--- config.mk ---
export PLATFORM = sky130hd
export DESIGN_NAME = ahbApbSubsys
export DESIGN_NICKNAME = d
export VERILOG_FILES = /design/src/ahbApbPkg.sv /design/src/apbBusIf.sv /design/src/ahbApbSubsys.sv /design/src/bridgeProtocolMonitor.sv /design/src/apbRegBank.sv /design/src/apbDecoder.sv /design/src/ahbApbBridge.sv
export VERILOG_INCLUDE_DIRS = /design/src
export SDC_FILE = /design/constraint.sdc
export NUM_CORES = 2
export LEC_CHECK = 0
export BUFFER_PORTS_ARGS = -buffer_cell sky130_fd_sc_hd__buf_2
export CAP_MARGIN = 20
export CORE_ASPECT_RATIO = 1.25
export CORE_MARGIN = 5
export CORE_UTILIZATION = 45
export DETAILED_ROUTE_END_ITERATION = 16
export HOLD_SLACK_MARGIN = 0.15
export PLACE_DENSITY = 0.72
export SLEW_MARGIN = 20
export SYNTH_ARGS = -nofsm -noshare
export SYNTH_HDL_FRONTEND = slang
export SYNTH_HIERARCHICAL = 1
export SYNTH_SLANG_ARGS = --single-unit
--- constraint.sdc ---
create_clock -name HCLK -period 7.78 [get_ports HCLK]
set_input_delay 0 -clock HCLK [delete_from_list [all_inputs] [get_ports HCLK]]
set_output_delay 0 -clock HCLK [all_outputs]
set_load 0.01 [all_outputs]
--- src/ahbApbBridge_macros.svh ---
/*
  Shared widths and address map for the AHB to APB subsystem.
  Slot select uses address bits 15:12. Each bank decodes word offsets in bits 5:2.
*/
`ifndef AHB_APB_BRIDGE_MACROS_SVH
`define AHB_APB_BRIDGE_MACROS_SVH

// Bus widths
`define ADDR_WIDTH 32
`define DATA_WIDTH 32

// Peripheral slot select field of the address
`define SLOT_MSB 15
`define SLOT_LSB 12
`define NUM_SLOTS 2

// Register bank layout
`define REG_WORDS 16
`define REG_OFF_MSB 5
`define REG_OFF_LSB 2
// Reserved bits inside a slot, must be zero
`define RSVD_MSB 11
`define RSVD_LSB 6

// Read-only ID word at offset 0, slot index in the low bits
`define REG_BANK_ID 32'hA2B0_0000

// Wait-state defaults per slot
`define SLOT0_WAIT_STATES 0
`define SLOT1_WAIT_STATES 2

`endif
--- src/ahbApbPkg.sv ---
/*
  Types shared by the bridge, the decoder, the banks and the monitor.
  Widths come from the macros header.
*/
`include "ahbApbBridge_macros.svh"

package ahbApbPkg;

    // One bus word each
    typedef logic [`ADDR_WIDTH-1:0] addrT;
    typedef logic [`DATA_WIDTH-1:0] dataT;

    // AHB-Lite transfer type
    typedef enum logic [1:0] {
        HTRANS_IDLE   = 2'b00,
        HTRANS_BUSY   = 2'b01,
        HTRANS_NONSEQ = 2'b10,
        HTRANS_SEQ    = 2'b11
    } htransE;

    // Only OKAY and ERROR are used
    typedef enum logic [1:0] {
        HRESP_OKAY  = 2'b00,
        HRESP_ERROR = 2'b01
    } hrespE;

    // Bridge FSM
    typedef enum logic [2:0] {
        BR_IDLE,
        BR_SETUP,
        BR_ACCESS,
        BR_ERR1,
        BR_ERR2
    } bridgeStateE;

    // Sticky protocol violation flags
    typedef struct packed {
        logic pselDropped;
        logic enableLate;
        logic enableDropped;
        logic controlUnstable;
        logic respMismatch;
    } violationT;

endpackage

--- src/apbBusIf.sv ---
/*
  APB3 bus without PSTRB and PPROT.
  No clock inside, each user brings its own HCLK.
*/
`timescale 1ns/10ps

interface apbBusIf
    import ahbApbPkg::*;
();
    // Request side
    addrT paddr;
    logic psel;
    logic penable;
    logic pwrite;
    dataT pwdata;

    // Response side
    dataT prdata;
    logic pready;
    logic pslverr;

    modport requester (
        output paddr, psel, penable, pwrite, pwdata,
        input  prdata, pready, pslverr
    );

    modport completer (
        input  paddr, psel, penable, pwrite, pwdata,
        output prdata, pready, pslverr
    );

    // Observe only
    modport monitor (
        input paddr, psel, penable, pwrite, pwdata, prdata, pready, pslverr
    );

endinterface

--- src/ahbApbSubsys.sv ---
/*
  AHB-Lite to APB subsystem with two register banks and a protocol monitor.
  HREADY comes in from outside so other completers can share the bus.
  HRESETn is synchronous and active high.
*/
`timescale 1ns/10ps
`include "ahbApbBridge_macros.svh"

module ahbApbSubsys
    import ahbApbPkg::*;
(
    input  logic      HCLK,
    input  logic      HRESETn,
    input  logic      HSEL,
    input  addrT      HADDR,
    input  htransE    HTRANS,
    input  logic      HWRITE,
    input  dataT      HWDATA,
    input  logic      HREADY,
    output logic      HREADYOUT,
    output hrespE     HRESP,
    output dataT      HRDATA,
    output violationT violations
);

    // Bridge to decoder, and one bus per peripheral slot
    apbBusIf apbMain ();
    apbBusIf apbSlot0 ();
    apbBusIf apbSlot1 ();

    ahbApbBridge i_bridge (
        .HCLK      (HCLK),
        .HRESETn   (HRESETn),
        .HSEL      (HSEL),
        .HADDR     (HADDR),
        .HTRANS    (HTRANS),
        .HWRITE    (HWRITE),
        .HWDATA    (HWDATA),
        .HREADY    (HREADY),
        .HREADYOUT (HREADYOUT),
        .HRESP     (HRESP),
        .HRDATA    (HRDATA),
        .apb       (apbMain.requester)
    );

    apbDecoder i_decoder (
        .HCLK    (HCLK),
        .HRESETn (HRESETn),
        .up      (apbMain.completer),
        .slot0   (apbSlot0.requester),
        .slot1   (apbSlot1.requester)
    );

    // Slot 0 zero wait, slot 1 with wait states
    apbRegBank #(.waitStates(`SLOT0_WAIT_STATES), .slotId(0)) i_bank0 (
        .HCLK    (HCLK),
        .HRESETn (HRESETn),
        .apb     (apbSlot0.completer)
    );

    apbRegBank #(.waitStates(`SLOT1_WAIT_STATES), .slotId(1)) i_bank1 (
        .HCLK    (HCLK),
        .HRESETn (HRESETn),
        .apb     (apbSlot1.completer)
    );

    bridgeProtocolMonitor i_monitor (
        .HCLK       (HCLK),
        .HRESETn    (HRESETn),
        .apb        (apbMain.monitor),
        .HREADYOUT  (HREADYOUT),
        .HRESP      (HRESP),
        .violations (violations)
    );

endmodule

--- src/bridgeProtocolMonitor.sv ---
/*
  Passive APB and bridge rule checker, no effect on timing.
  Each flag sets one edge after the offending cycle and holds until reset.
*/
`timescale 1ns/10ps

module bridgeProtocolMonitor
    import ahbApbPkg::*;
(
    input  logic      HCLK,
    input  logic      HRESETn,
    apbBusIf.monitor  apb,
    input  logic      HREADYOUT,
    input  hrespE     HRESP,
    output violationT violations
);

    // One-cycle history
    logic pselQ;
    logic penableQ;
    logic preadyQ;
    addrT paddrQ;
    logic pwriteQ;
    // Completer error seen last cycle
    logic slvErrQ;

    violationT hit;

    // ------------------------------------------------
    // Rule evaluation
    // ------------------------------------------------

    always_comb begin
        hit = '0;
        // PSEL must hold until PREADY
        hit.pselDropped     = pselQ && !preadyQ && !apb.psel;
        // SETUP last cycle, so ACCESS expected now
        hit.enableLate      = pselQ && !penableQ && !apb.penable;
        // PENABLE must hold until PREADY
        hit.enableDropped   = penableQ && !preadyQ && !apb.penable;
        hit.controlUnstable = pselQ && !preadyQ &&
                              ((apb.paddr != paddrQ) || (apb.pwrite != pwriteQ));
        // Waiting ACCESS must stall AHB, PSLVERR must become ERROR
        hit.respMismatch    = (apb.penable && !apb.pready && HREADYOUT) ||
                              (slvErrQ && (HRESP != HRESP_ERROR));
    end

    // ------------------------------------------------
    // History and sticky flags
    // ------------------------------------------------

    always_ff @(posedge HCLK) begin
        if (HRESETn) begin
            pselQ      <= 1'b0;
            penableQ   <= 1'b0;
            preadyQ    <= 1'b0;
            paddrQ     <= '0;
            pwriteQ    <= 1'b0;
            slvErrQ    <= 1'b0;
            violations <= '0;
        end else begin
            pselQ      <= apb.psel;
            penableQ   <= apb.penable;
            preadyQ    <= apb.pready;
            paddrQ     <= apb.paddr;
            pwriteQ    <= apb.pwrite;
            slvErrQ    <= apb.penable && apb.pready && apb.pslverr;
            violations <= violations | hit;
        end
    end

endmodule

--- src/apbRegBank.sv ---
/*
  APB completer with REG_WORDS registers, offset 0 is a read-only ID.
  Writes to offset 0 or any access with bits 11:6 set give PSLVERR.
  waitStates cycles are inserted before PREADY in ACCESS.
*/
`timescale 1ns/10ps
`include "ahbApbBridge_macros.svh"

module apbRegBank
    import ahbApbPkg::*;
#(
    parameter int unsigned waitStates = `SLOT0_WAIT_STATES,
    parameter int unsigned slotId     = 0
) (
    input logic HCLK,
    input logic HRESETn,
    apbBusIf.completer apb
);

    localparam int unsigned cntWidth = (waitStates > 0) ? $clog2(waitStates + 1) : 1;
    localparam dataT idWord = `REG_BANK_ID | dataT'(slotId);

    dataT regQ [1:`REG_WORDS-1];
    logic [cntWidth-1:0] waitCntQ;
    logic [`REG_OFF_MSB-`REG_OFF_LSB:0] offset;
    logic access;
    logic waitDone;
    logic accessErr;

    assign offset = apb.paddr[`REG_OFF_MSB:`REG_OFF_LSB];
    assign access = apb.psel && apb.penable;

    // Reserved bits set, or write to the ID word
    assign accessErr = (|apb.paddr[`RSVD_MSB:`RSVD_LSB]) ||
                       (apb.pwrite && (offset == '0));

    // ------------------------------------------------
    // Wait-state counter
    // ------------------------------------------------

    assign waitDone = (waitCntQ == cntWidth'(waitStates));

    always_ff @(posedge HCLK) begin
        if (HRESETn) begin
            waitCntQ <= '0;
        end else if (access && !waitDone) begin
            waitCntQ <= waitCntQ + 1'b1;
        end else begin
            // Cleared on completion and between transfers
            waitCntQ <= '0;
        end
    end

    assign apb.pready  = access && waitDone;
    assign apb.pslverr = apb.pready && accessErr;

    // ------------------------------------------------
    // Register file
    // ------------------------------------------------

    always_ff @(posedge HCLK) begin
        if (HRESETn) begin
            for (int i = 1; i < `REG_WORDS; i++) begin
                regQ[i] <= '0;
            end
        end else if (apb.pready && apb.pwrite && !accessErr) begin
            regQ[offset] <= apb.pwdata;
        end
    end

    // Read path, zero on error
    always_comb begin
        if (accessErr) begin
            apb.prdata = '0;
        end else if (offset == '0) begin
            apb.prdata = idWord;
        end else begin
            apb.prdata = regQ[offset];
        end
    end

endmodule

--- src/apbDecoder.sv ---
/*
  Routes one APB bus to NUM_SLOTS peers by PADDR bits 15:12.
  Unmapped slots are answered here with PREADY and PSLVERR in ACCESS.
*/
`timescale 1ns/10ps
`include "ahbApbBridge_macros.svh"

module apbDecoder (
    input logic HCLK,
    input logic HRESETn,
    apbBusIf.completer up,
    apbBusIf.requester slot0,
    apbBusIf.requester slot1
);

    localparam int slotBits = `SLOT_MSB - `SLOT_LSB + 1;

    logic [slotBits-1:0] slotD;
    logic [slotBits-1:0] slotQ;
    logic [slotBits-1:0] slotSel;
    logic setupPhase;
    logic mapped;

    // Decode live in SETUP, held copy afterwards
    assign slotD      = up.paddr[`SLOT_MSB:`SLOT_LSB];
    assign setupPhase = up.psel && !up.penable;
    assign slotSel    = setupPhase ? slotD : slotQ;
    assign mapped     = slotSel < slotBits'(`NUM_SLOTS);

    always_ff @(posedge HCLK) begin
        if (HRESETn) begin
            slotQ <= '0;
        end else if (setupPhase) begin
            slotQ <= slotD;
        end
    end

    // ------------------------------------------------
    // Request fan-out
    // ------------------------------------------------

    assign slot0.paddr   = up.paddr;
    assign slot0.pwrite  = up.pwrite;
    assign slot0.pwdata  = up.pwdata;
    assign slot0.penable = up.penable;
    assign slot0.psel    = up.psel && (slotSel == slotBits'(0));

    assign slot1.paddr   = up.paddr;
    assign slot1.pwrite  = up.pwrite;
    assign slot1.pwdata  = up.pwdata;
    assign slot1.penable = up.penable;
    assign slot1.psel    = up.psel && (slotSel == slotBits'(1));

    // ------------------------------------------------
    // Response mux
    // ------------------------------------------------

    always_comb begin
        if (!mapped) begin
            // Error reply in the first ACCESS cycle
            up.pready  = up.psel && up.penable;
            up.pslverr = up.psel && up.penable;
            up.prdata  = '0;
        end else if (slotSel == slotBits'(0)) begin
            up.pready  = slot0.pready;
            up.pslverr = slot0.pslverr;
            up.prdata  = slot0.prdata;
        end else begin
            up.pready  = slot1.pready;
            up.pslverr = slot1.pslverr;
            up.prdata  = slot1.prdata;
        end
    end

endmodule

--- src/ahbApbBridge.sv ---
/*
  AHB-Lite completer for single transfers, APB requester on the far side.
  HREADYOUT stays low from SETUP to completion, one transfer in flight.
  HRESETn is synchronous and active high.
*/
`timescale 1ns/10ps

module ahbApbBridge
    import ahbApbPkg::*;
(
    input  logic   HCLK,
    input  logic   HRESETn,
    input  logic   HSEL,
    input  addrT   HADDR,
    input  htransE HTRANS,
    input  logic   HWRITE,
    input  dataT   HWDATA,
    input  logic   HREADY,
    output logic   HREADYOUT,
    output hrespE  HRESP,
    output dataT   HRDATA,
    apbBusIf.requester apb
);

    bridgeStateE stateQ;
    bridgeStateE stateD;

    // Captured address phase
    addrT haddrQ;
    logic hwriteQ;

    // Data phase payload
    dataT pwdataQ;
    dataT hrdataQ;

    logic accept;
    logic apbDone;

    // ------------------------------------------------
    // AHB side
    // ------------------------------------------------

    // Active transfer with the bus ready
    assign accept = HSEL && HREADY &&
                    ((HTRANS == HTRANS_NONSEQ) || (HTRANS == HTRANS_SEQ));

    // Ready in IDLE and in the second error cycle
    assign HREADYOUT = (stateQ == BR_IDLE) || (stateQ == BR_ERR2);
    assign HRESP     = ((stateQ == BR_ERR1) || (stateQ == BR_ERR2)) ? HRESP_ERROR
                                                                    : HRESP_OKAY;
    assign HRDATA    = hrdataQ;

    // ------------------------------------------------
    // APB side
    // ------------------------------------------------

    assign apbDone = (stateQ == BR_ACCESS) && apb.pready;

    assign apb.psel    = (stateQ == BR_SETUP) || (stateQ == BR_ACCESS);
    assign apb.penable = (stateQ == BR_ACCESS);
    assign apb.paddr   = haddrQ;
    assign apb.pwrite  = hwriteQ;
    // HWDATA is live in SETUP, the captured copy covers ACCESS
    assign apb.pwdata  = (stateQ == BR_SETUP) ? HWDATA : pwdataQ;

    // ------------------------------------------------
    // FSM
    // ------------------------------------------------

    always_comb begin
        stateD = stateQ;
        unique case (stateQ)
            BR_IDLE, BR_ERR2: begin
                // A new address phase may overlap the last ready cycle
                if (accept) begin
                    stateD = BR_SETUP;
                end else begin
                    stateD = BR_IDLE;
                end
            end
            BR_SETUP: begin
                stateD = BR_ACCESS;
            end
            BR_ACCESS: begin
                // Hold until the completer answers
                if (apb.pready) begin
                    stateD = apb.pslverr ? BR_ERR1 : BR_IDLE;
                end
            end
            BR_ERR1: begin
                stateD = BR_ERR2;
            end
            default: begin
                stateD = BR_IDLE;
            end
        endcase
    end

    always_ff @(posedge HCLK) begin
        if (HRESETn) begin
            stateQ  <= BR_IDLE;
            haddrQ  <= '0;
            hwriteQ <= 1'b0;
        end else begin
            stateQ <= stateD;
            // Control stays frozen through wait states
            if (accept && HREADYOUT) begin
                haddrQ  <= HADDR;
                hwriteQ <= HWRITE;
            end
        end
    end

    // Payload registers
    always_ff @(posedge HCLK) begin
        if (stateQ == BR_SETUP) begin
            pwdataQ <= HWDATA;
        end
        // Read data returned on the ready cycle after completion
        if (apbDone && !hwriteQ) begin
            hrdataQ <= apb.prdata;
        end
    end

endmodule

==> flow_summary.json <==
{
  "outcome": "complete, no violations",
  "track_usage_pct": 20.3,
  "path_cells": "nand2b_1 -> nor2_4 -> buf_4 -> or2_2 -> nor2b_1 -> mux2i_4 -> buf_4 -> nor2_1 -> nand3_1 -> or4_4 -> nor3_4 -> buf_4 -> or2_1 -> buf_4",
  "worstSetupEndpoint": "i_bank1/regQ[11][11]",
  "hpwl_um": 73400,
  "crit_path_end_kind": "flop",
  "start_util_pct": 45.3,
  "setup_ws_ns": 2.08,
  "nets": 3762,
  "totalNegativeSetupSlack_ns": 0,
  "maxCapViolCount": 0,
  "crit_type": "flop to flop",
  "grt_max_degree": 92,
  "mappedNetlistArea_mm2": 0.0528,
  "critical_path_buf_inv_count": 4,
  "clock.fmax_ghz": 0.175,
  "dieArea_mm2": 0.124,
  "worstSetupStartpointType": "flop",
  "powerDensity_mw_per_mm2": 231,
  "hold_viol_final": 0,
  "rr_worst_depth": 14,
  "postSynthAreaPerCell_um2": 14.6,
  "portBuffers": 108,
  "total_power_mw": 13.6,
  "internal-power_mw": 10.3,
  "cts_sinks": 1160,
  "ir_drop_mv": 0.187,
  "htree_levels": 3,
  "seqPwrFrac_pct": 52.7,
  "synthToLayoutAreaGrowth_pct": 11.3,
  "yosysWarnings": 6,
  "layout-drive-gt1-share_pct": 16.7,
  "routed_wirelength_um": 126000,
  "rsz0062_at_grt": "no",
  "p_comb_share_pct": 9.4,
  "cts_resized": 0,
  "place_ws_ns": 1.88,
  "hp-start": "HSEL",
  "reg2reg_to": "i_bank1/regQ[11][11]",
  "hold_ws_ns": 0.241,
  "worst_slew_pin_slew_ns": 1.15,
  "gr-total-overflow": 0,
  "crit_path_max_fanout": 34,
  "die_h_um": 393,
  "cts.path.max_buffers": 3,
  "hold_depth": 3,
  "core_mm2": 0.116,
  "ios": 111,
  "cts_root_buf": "clkbuf_16",
  "p_sw_mw": 3.29,
  "vias": 29200,
  "drc": 0,
  "grt_pass1_vias": 30300,
  "maxSlewViolCount": 0,
  "cpLargestDelayFamily": "simple AND/OR/NAND/NOR gates",
  "path_depth": 14,
  "period_minus_slack_ns": 5.70,
  "clkTransAtPathRegs_ns": 0.06,
  "slew_headroom_pct": 23.5,
  "swShare_pct": 24.2,
  "gp_congestion": 0.826,
  "arrival_ns": 6.09,
  "grt_pass1_wl_um": 189000,
  "antenna_found_initial": 5,
  "startpoint": "i_bridge/stateQ[0]",
  "postPlaceCellArea_mm2": 0.0541,
  "clkLatencyLatePin_ns": 0.72,
  "worstPathRequired_ns": 8.17,
  "cts_buffers": 109,
  "clock_skew_ns": 0.0449,
  "reg2reg_from": "i_bridge/stateQ[0]",
  "routedWlPerCell_um": 23.6,
  "setup_viol": 0,
  "vias_per_cell": 5.47,
  "drtPass1Iterations": 5,
  "cp_slowest_cell": "or4_4",
  "stdcell_area_mm2": 0.0587,
  "core.rowCount": 140,
  "drt-initial-drc-count": 2503,
  "antenna_left": 0,
  "min_period_over_period_pct": 73.3,
  "cts_tree": "done",
  "crit_top_cell": "buf_4",
  "pwr-share-clk_pct": 37.8,
  "synthCells": 3611,
  "r2r_slack_ns": 2.08,
  "hold_path.class": "input port to flop",
  "die_w_um": 316,
  "total_leakage_power_nw": 20.8,
  "max_stage_delay_ns": 0.77
}
==> layer usage <==
layer | vias to the layer above | routed length (um) | global-route usage [%]
li1 | 13100 | - | -
met1 | 14900 | 48500 | 25.3
met4 | 4 | 4370 | 7.26
met2 | 953 | 66000 | 36.0
met5 | - | 27 | 0
met3 | 273 | 7460 | 2.94
==> how the worst min path moves through the flow <==
stage / end
floorplan: i_decoder/slotQ[1]
global placement: i_bridge/apb.paddr[19]
detailed placement: i_bridge/apb.paddr[27]
CTS: i_bridge/apb.paddr[23]
global route: i_bridge/apb.paddr[24]
finish: i_bridge/apb.paddr[23]
==> layout by cell type (no fill, tap or decap), types with 6 or more instances in the layout <==
master / n
a21oi_1: 41
a221oi_1: 10
a22oi_1: 75
and2_1: 961
buf_2: 107
buf_4: 68
clkbuf_1: 20
clkbuf_16: 112
clkinv_1: 30
clkinv_2: 18
conb_1: 53
dfxtp_1: 113
diode_2: 7
dlygate4sd3_1: 119
edfxtp_1: 1043
inv_1: 25
mux2_2: 35
mux2i_1: 216
mux4_2: 184
nand2_1: 123
nand2b_1: 83
nand3_1: 6
nand4_1: 10
nor2_1: 17
nor2b_1: 41
nor3_1: 9
nor3_4: 21
nor4_4: 10
o21ai_0: 40
o221ai_1: 6
o22ai_1: 33
or2_2: 27
xnor2_1: 32
==> cell type report <==
class	instances	area, um^2
Fill cell	9549	57800
Clock inverter	64	492
Tap cell	1562	1950
Antenna cell	7	17.5
Sequential cell	1160	33700
Inverter	25	93.8
Timing Repair Buffer	296	2280
Multi-Input combinational cell	2098	17200
Clock buffer	138	2950
==> per-stage QoR <==
step                util (%)  std cells
floorplan                  -       3661
global placement        46.4       5022
detailed placement      46.4       5022
CTS                     50.4       5343
global route            50.4       5343
finish                  50.4       5350
==> sequential cells by signal, summed over array words and instances (netlist names), 2 cells and up <==
register	count
i_bridge/stateQ	3
i_bank0/regQ	506
i_monitor/paddrQ	32
i_bridge/apb.paddr	32
i_decoder/slotQ	4
i_bridge/pwdataQ	32
i_monitor/violations	5
i_bank1/regQ	505
i_bank1/waitCntQ	2
i_bridge/HRDATA	32
==> timing repair <==
item / CTS / global route
hold buffers: 119 / 0
setup buffers: 0 / 0
endpoints found under the hold margin: 189 / 0
==> worst reg2reg max path, delay by kind of cell (launching register included) <==
| kind | cells | cell delay [ns] |
|---|---|---|
| flops | 1 | 0.46 |
| simple gates | 9 | 3.17 |
| buf+inv | 4 | 1.65 |
| mux | 1 | 0.11 |
==> power groups by stage <==
stage | logic (mW) | registers (mW) | clock network [mW]
finish | 1.28 | 7.15 | 5.13
global route | 1.38 | 7.18 | 5.48
CTS | 1.28 | 7.15 | 5.22
detailed placement | 1.24 | 7.29 | 0
global placement | 1.21 | 7.27 | 0
floorplan | 0.894 | 7.25 | 0
No activity file was read; power rests on OpenSTA's default activity.
